==> config.mk <==
export PLATFORM = sky130hd
export DESIGN_NAME = demoscene_top
export DESIGN_NICKNAME = d
export VERILOG_FILES = /design/src/design/demo_pkg.sv /design/src/design/demo_cfg_if.sv /design/src/design/bitmap_rom.sv /design/src/design/box_animator.sv /design/src/design/demo_regs.sv /design/src/design/demoscene_top.sv /design/src/design/pixel_mixer.sv /design/src/design/vga_timing.sv
export SDC_FILE = /design/constraint.sdc
export NUM_CORES = 1
export LEC_CHECK = 0
export BUFFER_PORTS_ARGS = -buffer_cell sky130_fd_sc_hd__buf_4
export CORE_MARGIN = 5
export CORE_UTILIZATION = 50
export DETAILED_ROUTE_END_ITERATION = 16
export PLACE_DENSITY = 0.7
export RECOVER_POWER = 25
export SETUP_SLACK_MARGIN = 0.1
export SLEW_MARGIN = 20
export SYNTH_ARGS = -nofsm -noshare
export SYNTH_HDL_FRONTEND = slang
export SYNTH_SLANG_ARGS = --single-unit
==> constraint.sdc <==
create_clock -name clk -period 4.2 [get_ports clk]
set_input_delay 0.63 -clock clk [delete_from_list [all_inputs] [get_ports clk]]
set_output_delay 0.63 -clock clk [all_outputs]
set_load 0.005 [all_outputs]
==> src/design/demo_pkg.sv <==
`default_nettype none

package demo_pkg;

  // 640x480 at 60 Hz, one pixel per clock
  localparam int h_visible = 640;
  localparam int h_front   = 16;
  localparam int h_sync    = 96;
  localparam int h_back    = 48;
  localparam int h_total   = 800;

  localparam int v_visible = 480;
  localparam int v_front   = 10;
  localparam int v_sync    = 2;
  localparam int v_back    = 33;
  localparam int v_total   = 525;

  // Centre rectangle bounds
  localparam int box_h_min = 300;
  localparam int box_h_max = 340;
  localparam int box_v_min = 210;
  localparam int box_v_max = 250;
  localparam int box_inset = 15;   // Green box horizontal narrowing

  localparam int bmp_x_limit = 510;
  localparam int bmp_y_limit = 500;

  localparam logic [3:0] addr_ctrl   = 4'h0;
  localparam logic [3:0] addr_color  = 4'h4;
  localparam logic [3:0] addr_limit  = 4'h8;
  localparam logic [3:0] addr_status = 4'hC;

  // CTRL bit positions
  localparam int ctrl_box_bit  = 0;
  localparam int ctrl_bmp_bit  = 1;
  localparam int ctrl_anim_bit = 2;

  localparam logic [2:0] ctrl_reset  = 3'b111;  // Boxes, logo, animation on
  localparam logic [5:0] color_reset = 6'h3F;   // White logo
  localparam logic [9:0] limit_reset = 10'd200;

  typedef enum logic {up, down} dir_t;

  typedef enum logic [1:0] {apb_idle, apb_setup, apb_access} apb_state_t;

endpackage

`default_nettype wire

==> src/design/demo_cfg_if.sv <==
`timescale 1ns/1ps
`default_nettype none

// Static picture settings from the register block
interface demo_cfg_if;

  logic       box_en;
  logic       bmp_en;
  logic       anim_en;
  logic [5:0] bmp_color;     // {r, g, b} two bits each
  logic [9:0] offset_limit;

  modport regs (output box_en, bmp_en, anim_en, bmp_color, offset_limit);

  modport anim (input anim_en, offset_limit);

  modport mix (input box_en, bmp_en, bmp_color);

endinterface

`default_nettype wire

==> src/design/bitmap_rom.sv <==
`timescale 1ns/1ps
`default_nettype none

module bitmap_rom (
  input  logic        clk,
  input  logic        rst_n,
  input  logic [4:0]  row_sel,
  output logic [31:0] row_bits
);

  logic [31:0] row_data;

  // Bit 31 is the leftmost cell
  always_comb
  begin
    case (row_sel)
      5'd0:    row_data = 32'h2E7C_A180;
      5'd1:    row_data = 32'h5108_A240;
      5'd2:    row_data = 32'hF108_A240;
      5'd3:    row_data = 32'h9108_E240;
      5'd4:    row_data = 32'h9E08_A180;
      5'd6:    row_data = 32'hE39C_F7C0;
      5'd7:    row_data = 32'h9420_8100;
      5'd8:    row_data = 32'h9418_E100;
      5'd9:    row_data = 32'h9404_8100;
      5'd10:   row_data = 32'hE338_F100;
      5'd12:   row_data = 32'h0FFF_FFF0;   // Frame around the wave
      5'd13:   row_data = 32'h1000_0008;
      5'd14:   row_data = 32'h2492_4924;
      5'd15:   row_data = 32'h4924_9242;
      5'd16:   row_data = 32'h2492_4924;
      5'd17:   row_data = 32'h1000_0008;
      5'd18:   row_data = 32'h0FFF_FFF0;
      5'd20:   row_data = 32'h0181_8180;
      5'd21:   row_data = 32'h03C3_C3C0;
      5'd22:   row_data = 32'h07E7_E7E0;
      5'd23:   row_data = 32'h0FFF_FFF0;
      5'd24:   row_data = 32'h07E7_E7E0;
      5'd25:   row_data = 32'h03C3_C3C0;
      5'd26:   row_data = 32'h0181_8180;
      5'd28:   row_data = 32'hFFFF_FFFF;   // Underline
      default: row_data = 32'h0000_0000;   // Spacer rows and rows 29 to 31
    endcase
  end

  always_ff @(posedge clk or negedge rst_n)
  begin
    if (!rst_n)
      row_bits <= '0;
    else
      row_bits <= row_data;
  end

endmodule

`default_nettype wire

==> src/design/box_animator.sv <==
`timescale 1ns/1ps
`default_nettype none

module box_animator
  import demo_pkg::*;
(
  input  logic        clk,
  input  logic        rst_n,
  demo_cfg_if.anim    cfg,
  input  logic [9:0]  hpos,
  input  logic [9:0]  vpos,
  input  logic        frame_start,
  output logic [9:0]  offset,
  output logic [15:0] frame_count,
  output logic        red_win,
  output logic        green_win,
  output logic        blue_win
);

  dir_t dir;

  // Signed copies so the bounds may go below zero
  logic signed [13:0] h;
  logic signed [13:0] v;
  logic signed [13:0] off;
  logic red_hit;
  logic green_hit;
  logic blue_hit;

  always_ff @(posedge clk or negedge rst_n)
  begin
    if (!rst_n)
    begin
      offset      <= '0;
      dir         <= up;
      frame_count <= '0;
    end
    else if (frame_start)
    begin
      frame_count <= frame_count + 16'd1;
      if (cfg.anim_en)
      begin
        case (dir)
          up:
          begin
            if (offset < cfg.offset_limit)
              offset <= offset + 10'd1;
            else
            begin
              dir <= down;
              if (offset != '0)
                offset <= offset - 10'd1;
            end
          end
          down:
          begin
            if (offset != '0)
              offset <= offset - 10'd1;
            else
            begin
              dir <= up;
              if (cfg.offset_limit != '0)
                offset <= offset + 10'd1;
            end
          end
          default: dir <= up;
        endcase
      end
    end
  end

  assign h   = signed'({4'd0, hpos});
  assign v   = signed'({4'd0, vpos});
  assign off = signed'({4'd0, offset});

  always_comb
  begin
    red_hit   = (h > box_h_min - off) && (h < box_h_max + off) &&
                (v > box_v_min - off) && (v < box_v_max + off);
    // Narrower, and stretched downwards
    green_hit = (h > box_h_min - off + box_inset) && (h < box_h_max + off - box_inset) &&
                (v > box_v_min - (off >>> 1)) && (v < box_v_max + off * 3);
    blue_hit  = (h - off * 2 > box_h_min - off) && (h - off * 2 < box_h_max + off) &&
                (v - off * 2 > box_v_min - off) && (v - off * 2 < box_v_max + off);
  end

  always_ff @(posedge clk or negedge rst_n)
  begin
    if (!rst_n)
    begin
      red_win   <= 1'b0;
      green_win <= 1'b0;
      blue_win  <= 1'b0;
    end
    else
    begin
      red_win   <= red_hit;
      green_win <= green_hit;
      blue_win  <= blue_hit;
    end
  end

endmodule

`default_nettype wire

==> src/design/demo_regs.sv <==
`timescale 1ns/1ps
`default_nettype none

module demo_regs
  import demo_pkg::*;
(
  input  logic        clk,
  input  logic        rst_n,
  input  logic        psel,
  input  logic        penable,
  input  logic        pwrite,
  input  logic [3:0]  paddr,
  input  logic [31:0] pwdata,
  output logic [31:0] prdata,
  output logic        pready,
  output logic        pslverr,
  demo_cfg_if.regs    cfg,
  input  logic [9:0]  offset,
  input  logic [15:0] frame_count
);

  apb_state_t  state;   // Bus phase of the previous clock
  logic [2:0]  ctrl;
  logic [5:0]  color;
  logic [9:0]  limit;
  logic        access;
  logic        rd_hit;
  logic        wr_hit;
  logic [31:0] rd_data;

  always_ff @(posedge clk or negedge rst_n)
  begin
    if (!rst_n)
      state <= apb_idle;
    else if (!psel)
      state <= apb_idle;
    else if (!penable)
      state <= apb_setup;
    else
      state <= apb_access;
  end

  // Access phase only counts right after a setup phase
  assign access = psel && penable && (state == apb_setup);

  always_comb
  begin
    rd_data = '0;
    rd_hit  = 1'b1;
    wr_hit  = 1'b1;
    case (paddr)
      addr_ctrl:   rd_data = {29'd0, ctrl};
      addr_color:  rd_data = {26'd0, color};
      addr_limit:  rd_data = {22'd0, limit};
      addr_status:
      begin
        rd_data = {frame_count, 6'd0, offset};
        wr_hit  = 1'b0;   // Read only
      end
      default:
      begin
        rd_hit = 1'b0;
        wr_hit = 1'b0;
      end
    endcase
  end

  assign pready  = psel && penable;
  assign prdata  = (access && !pwrite) ? rd_data : '0;
  assign pslverr = access && (pwrite ? !wr_hit : !rd_hit);

  always_ff @(posedge clk or negedge rst_n)
  begin
    if (!rst_n)
    begin
      ctrl  <= ctrl_reset;
      color <= color_reset;
      limit <= limit_reset;
    end
    else if (access && pwrite)
    begin
      case (paddr)
        addr_ctrl:  ctrl  <= pwdata[2:0];
        addr_color: color <= pwdata[5:0];
        addr_limit: limit <= pwdata[9:0];
        default:    ;   // Status and holes are dropped
      endcase
    end
  end

  assign cfg.box_en       = ctrl[ctrl_box_bit];
  assign cfg.bmp_en       = ctrl[ctrl_bmp_bit];
  assign cfg.anim_en      = ctrl[ctrl_anim_bit];
  assign cfg.bmp_color    = color;
  assign cfg.offset_limit = limit;

endmodule

`default_nettype wire

==> src/design/demoscene_top.sv <==
`timescale 1ns/1ps
`default_nettype none

module demoscene_top (
  input  logic        clk,
  input  logic        rst_n,
  input  logic        psel,
  input  logic        penable,
  input  logic        pwrite,
  input  logic [3:0]  paddr,
  input  logic [31:0] pwdata,
  output logic [31:0] prdata,
  output logic        pready,
  output logic        pslverr,
  output logic        hsync,
  output logic        vsync,
  output logic [1:0]  red,
  output logic [1:0]  green,
  output logic [1:0]  blue
);

  logic        hsync_raw;
  logic        vsync_raw;
  logic        display_on;
  logic [9:0]  hpos;
  logic [9:0]  vpos;
  logic        frame_start;
  logic [31:0] row_bits;
  logic [9:0]  offset;
  logic [15:0] frame_count;
  logic        red_win;
  logic        green_win;
  logic        blue_win;

  demo_cfg_if cfg ();

  vga_timing i_vga_timing (
    .clk         (clk),
    .rst_n       (rst_n),
    .hsync       (hsync_raw),
    .vsync       (vsync_raw),
    .display_on  (display_on),
    .hpos        (hpos),
    .vpos        (vpos),
    .frame_start (frame_start)
  );

  // One logo row per 16 lines
  bitmap_rom i_bitmap_rom (
    .clk      (clk),
    .rst_n    (rst_n),
    .row_sel  (vpos[8:4]),
    .row_bits (row_bits)
  );

  box_animator i_box_animator (
    .clk         (clk),
    .rst_n       (rst_n),
    .cfg         (cfg.anim),
    .hpos        (hpos),
    .vpos        (vpos),
    .frame_start (frame_start),
    .offset      (offset),
    .frame_count (frame_count),
    .red_win     (red_win),
    .green_win   (green_win),
    .blue_win    (blue_win)
  );

  pixel_mixer i_pixel_mixer (
    .clk        (clk),
    .rst_n      (rst_n),
    .cfg        (cfg.mix),
    .hpos       (hpos),
    .vpos       (vpos),
    .display_on (display_on),
    .hsync_in   (hsync_raw),
    .vsync_in   (vsync_raw),
    .row_bits   (row_bits),
    .red_win    (red_win),
    .green_win  (green_win),
    .blue_win   (blue_win),
    .red        (red),
    .green      (green),
    .blue       (blue),
    .hsync      (hsync),
    .vsync      (vsync)
  );

  demo_regs i_demo_regs (
    .clk         (clk),
    .rst_n       (rst_n),
    .psel        (psel),
    .penable     (penable),
    .pwrite      (pwrite),
    .paddr       (paddr),
    .pwdata      (pwdata),
    .prdata      (prdata),
    .pready      (pready),
    .pslverr     (pslverr),
    .cfg         (cfg.regs),
    .offset      (offset),
    .frame_count (frame_count)
  );

endmodule

`default_nettype wire

==> src/design/pixel_mixer.sv <==
`timescale 1ns/1ps
`default_nettype none

module pixel_mixer
  import demo_pkg::*;
(
  input  logic        clk,
  input  logic        rst_n,
  demo_cfg_if.mix     cfg,
  input  logic [9:0]  hpos,
  input  logic [9:0]  vpos,
  input  logic        display_on,
  input  logic        hsync_in,
  input  logic        vsync_in,
  input  logic [31:0] row_bits,
  input  logic        red_win,
  input  logic        green_win,
  input  logic        blue_win,
  output logic [1:0]  red,
  output logic [1:0]  green,
  output logic [1:0]  blue,
  output logic        hsync,
  output logic        vsync
);

  logic [9:0] hpos_d;
  logic [9:0] vpos_d;
  logic       display_d;
  logic       hsync_d;
  logic       vsync_d;
  logic [4:0] col;
  logic       logo_on;
  logic       box_on;
  logic [1:0] logo_r;
  logic [1:0] logo_g;
  logic [1:0] logo_b;

  // Align with the ROM row and the window flags
  always_ff @(posedge clk or negedge rst_n)
  begin
    if (!rst_n)
    begin
      hpos_d    <= '0;
      vpos_d    <= '0;
      display_d <= 1'b0;
      hsync_d   <= 1'b1;
      vsync_d   <= 1'b1;
    end
    else
    begin
      hpos_d    <= hpos;
      vpos_d    <= vpos;
      display_d <= display_on;
      hsync_d   <= hsync_in;
      vsync_d   <= vsync_in;
    end
  end

  assign col     = hpos_d[8:4];   // 16 pixel cells
  assign logo_on = cfg.bmp_en && row_bits[5'd31 - col] &&
                   (hpos_d < 10'(bmp_x_limit)) && (vpos_d < 10'(bmp_y_limit));
  assign box_on  = display_d && cfg.box_en;

  assign logo_r = logo_on ? cfg.bmp_color[5:4] : 2'b00;
  assign logo_g = logo_on ? cfg.bmp_color[3:2] : 2'b00;
  assign logo_b = logo_on ? cfg.bmp_color[1:0] : 2'b00;

  always_ff @(posedge clk or negedge rst_n)
  begin
    if (!rst_n)
    begin
      red   <= '0;
      green <= '0;
      blue  <= '0;
      hsync <= 1'b1;
      vsync <= 1'b1;
    end
    else
    begin
      red   <= display_d ? ({2{box_on && red_win}} ^ logo_r) : 2'b00;
      green <= display_d ? ({2{box_on && green_win}} ^ logo_g) : 2'b00;
      blue  <= display_d ? ({2{box_on && blue_win}} ^ logo_b) : 2'b00;
      hsync <= hsync_d;
      vsync <= vsync_d;
    end
  end

endmodule

`default_nettype wire

==> src/design/vga_timing.sv <==
`timescale 1ns/1ps
`default_nettype none

module vga_timing
  import demo_pkg::*;
(
  input  logic       clk,
  input  logic       rst_n,
  output logic       hsync,
  output logic       vsync,
  output logic       display_on,
  output logic [9:0] hpos,
  output logic [9:0] vpos,
  output logic       frame_start
);

  logic h_last;
  logic v_last;

  assign h_last = (hpos == 10'(h_total - 1));
  assign v_last = (vpos == 10'(v_total - 1));

  always_ff @(posedge clk or negedge rst_n)
  begin
    if (!rst_n)
    begin
      hpos <= '0;
      vpos <= '0;
    end
    else if (h_last)
    begin
      hpos <= '0;
      if (v_last)
        vpos <= '0;
      else
        vpos <= vpos + 10'd1;
    end
    else
    begin
      hpos <= hpos + 10'd1;
    end
  end

  // Sync pulses are active low
  assign hsync = !((hpos >= 10'(h_visible + h_front)) &&
                   (hpos <  10'(h_visible + h_front + h_sync)));
  assign vsync = !((vpos >= 10'(v_visible + v_front)) &&
                   (vpos <  10'(v_visible + v_front + v_sync)));

  assign display_on  = (hpos < 10'(h_visible)) && (vpos < 10'(v_visible));
  assign frame_start = (hpos == '0) && (vpos == '0);  // First pixel of a frame

endmodule

`default_nettype wire

Word-level counts from Yosys, hierarchy flattened
Memory sizes are Yosys's and may differ from the RTL's. A register that Yosys moved wholly into a read port is not among the register bits.
Cells that the tools add are included.
{ "classes": {"n_addsub": 16, "multipliers": 1, "order_cmp": 22, "eq_ne": 8, "muxes": 25, "bitwise_logic": 4, "reduce_logical": 43} }
{ "op_table": {"columns": ["op", "count"], "rows": [
  ["$gt A11 B32 Y1", 4],
  ["$lt A11 B32 Y1", 4],
  ["$pmux W32 S4", 1],
  ["$gt A32 B32 Y1", 2],
  ["$lt A32 B32 Y1", 2],
  ["$mux W10", 6],
  ["$lt A10 B9 Y1 const B", 4],
  ["$add A32 B5 Y32 const B", 1],
  ["$add A9 B32 Y32 const A", 1],
  ["$mux W32", 1],
  ["$sub A32 B5 Y32 const B", 1],
  ["$add A10 B1 Y10 const B", 3],
  ["$logic_and A1 B1 Y1", 25],
  ["$sub A10 B11 Y12", 2],
  ["$eq A10 B10 Y1 const B", 2],
  ["$logic_not A10 Y1", 2],
  ["$lt A10 B10 Y1 const B", 2],
  ["$pmux W10 S2", 1],
  ["$reduce_bool A10 Y1", 2],
  ["$add A16 B1 Y16 const B", 1],
  ["$mux W2", 8],
  ["$mul A10 B2 Y12 const B", 1],
  ["$add A8 B10 Y11 const A", 1],
  ["$add A9 B10 Y11 const A", 1],
  ["25 further kinds", 41]
]} }
{ "totals": {"register_bits": 102, "romBits": 1024, "inputBits": 41, "output_inout_bits": 42, "word_cells": 142, "n_memories": 1} }
{ "memory_table": {"columns": ["name", "depth", "word_bits", "rd", "rd_clocked_by_memory_dff", "write_ports", "line", "rtl"], "rows": [
  ["(name not given)", 32, 32, 1, 1, 0, "bitmap_rom.sv:16", "case (row_sel)"]
]} }

Longest topological paths before layout
{ "depth": {"depth_word": 9, "depth_mapped": 18, "mapped_depth_nobuf": 17} }

Modules after synthesis
A second synthesis with hierarchy kept.
{ "hier_totals": {"hier_cells": 1389, "area_unflattened_um2": 12678.4} }
{ "modules_own_cells": {"columns": ["module", "instances", "cells_each", "area_each_um2", "seq_area_each_um2"], "rows": [
  ["box_animator", 1, 876, 7171.9, 750.7],
  ["bitmap_rom", 1, 201, 1816.7, 775.7],
  ["demo_regs", 1, 107, 1308.8, 540.5],
  ["pixel_mixer", 1, 97, 1288.7, 705.7],
  ["vga_timing", 1, 108, 1092.3, 500.5]
]} }

Worst setup path before layout
OpenSTA, ideal clock, no wires.
{ "synth_timing": {"kind": "register to register", "startpoint": "register i_box_animator.offset[2]", "endpoint": "register i_box_animator.green_win", "setup_time_ps": 86, "arrival_time_ps": 4043, "required_time_ps": 4114, "path_slack_ps": 71, "path_stages_with_launch": 17, "n_path_buf": 2, "synth_period_minus_slack_ps": 4129, "path_cell_list": "dfrtp_1 buf_2 inv_1 ha_1 buf_6 xnor2_2 a21boi_0 or3b_1 or3_1 xnor2_1 ha_1 a211o_1 or3_1 o211a_1 nand3b_1 o22ai_1 nor3_1"} }
{ "synth_between": {"elab_chain_cells": 6, "word_cells_on_any_way": 14, "cone_classes": "add/sub (6); mul (1); order compare (4); reduce/logical (3)"} }
{ "synth_rtl": {"columns": ["element", "line", "rtl"], "rows": [
  ["start: declaration", "box_animator.sv:13", "output logic [9:0] offset,"],
  ["start signal: assignment", "box_animator.sv:47", "offset <= offset + 10'd1;"],
  ["start signal: assignment", "box_animator.sv:52", "offset <= offset - 10'd1;"],
  ["start signal: assignment", "box_animator.sv:58", "offset <= offset - 10'd1;"],
  ["branches (longest 5 deep; another with $add A9 B32 Y32)", null, null],
  ["$logic_and A1 B1 Y1 *", "box_animator.sv:82", "(v > box_v_min - (off >>> 1)) && (v < box_v_max + off * 3);"],
  ["via i_box_animator.green_hit", "box_animator.sv:27", "logic green_hit;"],
  ["end signal: assignment", "box_animator.sv:98", "green_win <= green_hit;"],
  ["end: declaration", "box_animator.sv:16", "output logic green_win,"]
]} }
Mark *: on every way through the listed nets, which the timed path passes.
A chain may end at the register's enable or synchronous reset.

Final worst setup path
{ "layout_timing": {"startpoint": "register i_box_animator.offset[1]", "endpoint": "register i_box_animator.green_win"} }
The elaborated chain is that of the path after synthesis.

==> results.json <==
{
  "diodes": 0,
  "multi_input_area_um2": 8975,
  "postLayoutCoreUtil_pct": 58.27,
  "end_kind": "flop",
  "grt_use_total_pct": 26.30,
  "grt_pass1_wl_um": 59480,
  "synth_xor_area_share_pct": 7.899,
  "fmax_ghz": 0.2482,
  "timing.setup.tns_ns": 0,
  "nNetsFinal": 1762,
  "rsz0062_at_grt": "true",
  "path_class": "flop to flop",
  "hold_viol_final": 0,
  "grt_max_degree": 111,
  "cts.sinks": 130,
  "finClkSkew_ns": 0.02082,
  "finalMaxSlewViolations": 236,
  "fp.dieH_um": 168.6,
  "wirelength_um": 37800,
  "p_switching_uw": 789.2,
  "ios": 83,
  "globalplace.congestion": 0.9454,
  "io_buffers": 54,
  "synth_compound_area_share_pct": 17.43,
  "regArea_um2": 3277,
  "cp.arrival_ns": 4.38,
  "drt_iter0_drc": 931,
  "antenna_found_initial": 0,
  "critPathMaxFanout": 6,
  "ant_nets": 0,
  "power.density_nw_per_um2": 203.5,
  "grt_pass1_vias": 10950,
  "status": "finished, violations left",
  "synth-seq-cells": 130,
  "die_w_um": 168.6,
  "core-area_um2": 24960,
  "pwr-share-comb_pct": 4.3,
  "p_leak_uw": 0.006760,
  "clk_path_buf_depth": 2,
  "synth_mux_area_share_pct": 5.213,
  "synthCells": 1408,
  "fin_ws_ns": 0.1705,
  "tightestPinTransition_ns": 2.701,
  "overflow": 0,
  "post-place-ws_ns": 0.07265,
  "synth_edf_count": 0,
  "clk_latency_ns": 0.44,
  "p_seq_share_pct": 43.0,
  "ir_drop_mv": 0.2470,
  "drt_pass1_iterations": 7,
  "die_area_um2": 28430,
  "async_flop_share_pct": 100.0,
  "routedWlPerCell_um": 20.35,
  "path_clk_slew_ns": 0.08,
  "htree_levels": 4,
  "period_needed_ns": 4.029,
  "placed_area_um2": 13720,
  "area_growth_pct": 15.67,
  "syn_area_per_cell_um2": 8.933,
  "rows": 58,
  "yosysUniqueCellTypes": 91,
  "avgViaCountPerCell": 6.068,
  "synth_adder_area_share_pct": 20.77,
  "cts_inserted_buffers": 17,
  "synth_common_cells": "ha_1 (204), nand2_1 (120), dfrtp_1 (114)",
  "yosysTopAreaCellShare_pct": 22.68,
  "seq_area_frac_synth_pct": 26.02,
  "worstPathRequired_ns": 4.55,
  "finalCritPeriodShare_pct": 95.94,
  "drc_errors": 0,
  "synth_ff_type": "dfrtp_1",
  "power.internal_uw": 2170,
  "synth.most_common_cell": "ha_1",
  "yosysWarnings": 0,
  "max_slew_margin_pct": -80.04,
  "start_kind": "flop",
  "cts_tree": "done",
  "drive_gt1_share_pct": 17.62,
  "yosys-top-cells-area": "dfrtp_1 (23%), ha_1 (20%), xnor2_1 (5.7%), nand2_1 (3.6%), dfstp_2 (3.3%)",
  "p_sw_share_pct": 26.67,
  "cap_violations": 4,
  "num_vias": 11270,
  "holdCritPathClass": "flop to flop",
  "holdWs_ns": 0.3582,
  "root_buffer": "clkbuf_16",
  "violations": "max-capacitance violations, max-slew violations",
  "place_hpwl_um": 28590,
  "setup_violations": 0,
  "start_util_pct": 50.38,
  "post-route-cell-area_um2": 14550,
  "clockPowerShare_pct": 52.7,
  "mappedNetlistArea_um2": 12580,
  "nFillCells": 2222,
  "synthSimpleGateAreaFrac_pct": 18.31,
  "yosysTopAreaCell": "dfrtp_1",
  "synth_top_family_by_area": "adder cells"
}
==> layout make-up <==
| cell class | instances | share of cell area, % |
|---|---|---|
| clock buffers | 17 | 2.924 |
| clock inverters | 15 | 1.307 |
| inverters | 75 | 1.952 |
| multi-input cells | 1155 | 61.69 |
| flip-flops and latches | 130 | 22.53 |
| well taps | 330 | 2.838 |
| repair buffers | 135 | 6.760 |
==> per-stage QoR <==
step	std cells	power [uW]
floorplan	1413	1367
global placement	1816	1419
detailed placement	1816	1423
CTS	1850	2983
global route	1857	3051
finish	1857	2960
==> sequential cells by signal (all words and copies together), names as in the netlist, 2 cells and up <==
| register | flops |
|---|---|
| i_bitmap_rom.row_bits | 31 |
| i_box_animator.frame_count | 16 |
| i_box_animator.offset | 10 |
| i_demo_regs.cfg.offset_limit | 10 |
| i_vga_timing.hpos | 10 |
| i_vga_timing.vpos | 10 |
| i_pixel_mixer.hpos_d | 9 |
| i_pixel_mixer.vpos_d | 8 |
| i_demo_regs.cfg.bmp_color | 6 |
| i_demo_regs.ctrl | 3 |
| i_demo_regs.state | 2 |
| i_pixel_mixer.blue | 2 |
| i_pixel_mixer.green | 2 |
| i_pixel_mixer.red | 2 |
==> critical path: stages (launching register included) <==
cell and delay [ns]:
dfrtp_2 0.46, buf_4 0.16, fa_2 0.44, xnor2_2 0.23
a21boi_0 0.27, or3b_4 0.42, or3_4 0.33, xnor2_1 0.13
ha_1 0.33, a211o_1 0.27, or3_1 0.31, o211a_1 0.23
nand3b_1 0.09, o22ai_1 0.09, nor3_2 0.18
==> power by group through the flow <==
stage	registers [uW]	logic, uW	clock network [uW]
CTS	1270	129	1580
finish	1270	128	1560
global placement	1290	125	0
global route	1270	143	1640
floorplan	1290	75.8	0
detailed placement	1290	128	0
==> final timing paths <==
kind,start,endpoint,slack [ns],cells after the start
worst min-delay path,i_pixel_mixer.vsync_d,i_pixel_mixer.vsync,0.36,0
max in group asynchronous,rst_n,i_box_animator.offset[2],1.37,1
min in group asynchronous,rst_n,i_bitmap_rom.row_bits[22],1.01,1
worst max register to register,i_box_animator.offset[1],i_box_animator.green_win,0.17,14
worst min register to register,i_pixel_mixer.vsync_d,i_pixel_mixer.vsync,0.36,0
worst max-delay path,i_box_animator.offset[1],i_box_animator.green_win,0.17,14
==> routing by layer <==
layer	vias to the layer above	global-route usage [%]	part of all wire, %
met5	-	0	0
met4	0	8.680	2.9
met2	438	42.21	46
met3	76	3.316	6.2
met1	5440	37.02	45
li1	5315	-	-
==> layout by cell type (no fill, tap or decap), types with 6 or more instances in the layout <==
cell / n
mux4_2: 12
nor2b_1: 26
mux2_2: 20
o211ai_1: 10
clkbuf_16: 17
a211oi_1: 23
nand4_1: 29
buf_4: 112
xnor2_2: 8
nand3_1: 43
nor3_1: 29
a21oi_2: 7
and2_1: 24
ha_1: 196
xor2_1: 23
a31oi_1: 13
o21ai_0: 79
dfrtp_1: 111
xnor2_1: 77
clkbuf_1: 17
and3_1: 11
mux2i_1: 16
nand2_1: 120
o221ai_1: 12
a22oi_1: 6
inv_1: 67
a21o_1: 23
inv_8: 6
nor2_1: 95
a21oi_1: 71
dfstp_2: 16
nor4_1: 7
a21boi_0: 7
conb_1: 6
or2_2: 7
o22ai_1: 7
nand2b_1: 10
o21a_1: 20
==> kinds of logic (layout without fill, tap and decap cells) <==
kind of cell	after synthesis	in the layout
other cells	1	6
fa+ha+maj	207	207
xor+xnor	110	110
simple gates	453	453
flops	130	130
mux	48	48
buf+inv	128	242
compound gates	331	331
==> repair_timing <==
item / in CTS / in global routing
hold endpoints to repair: 0 / 0
hold buffers: 0 / 0
pin swaps: 0 / 17
resized for setup: 3 / 45
buffers inserted: 2 / 7
endpoints found under the setup margin: 1 / 2
Note: power is estimated with default switching activity, not from simulation.
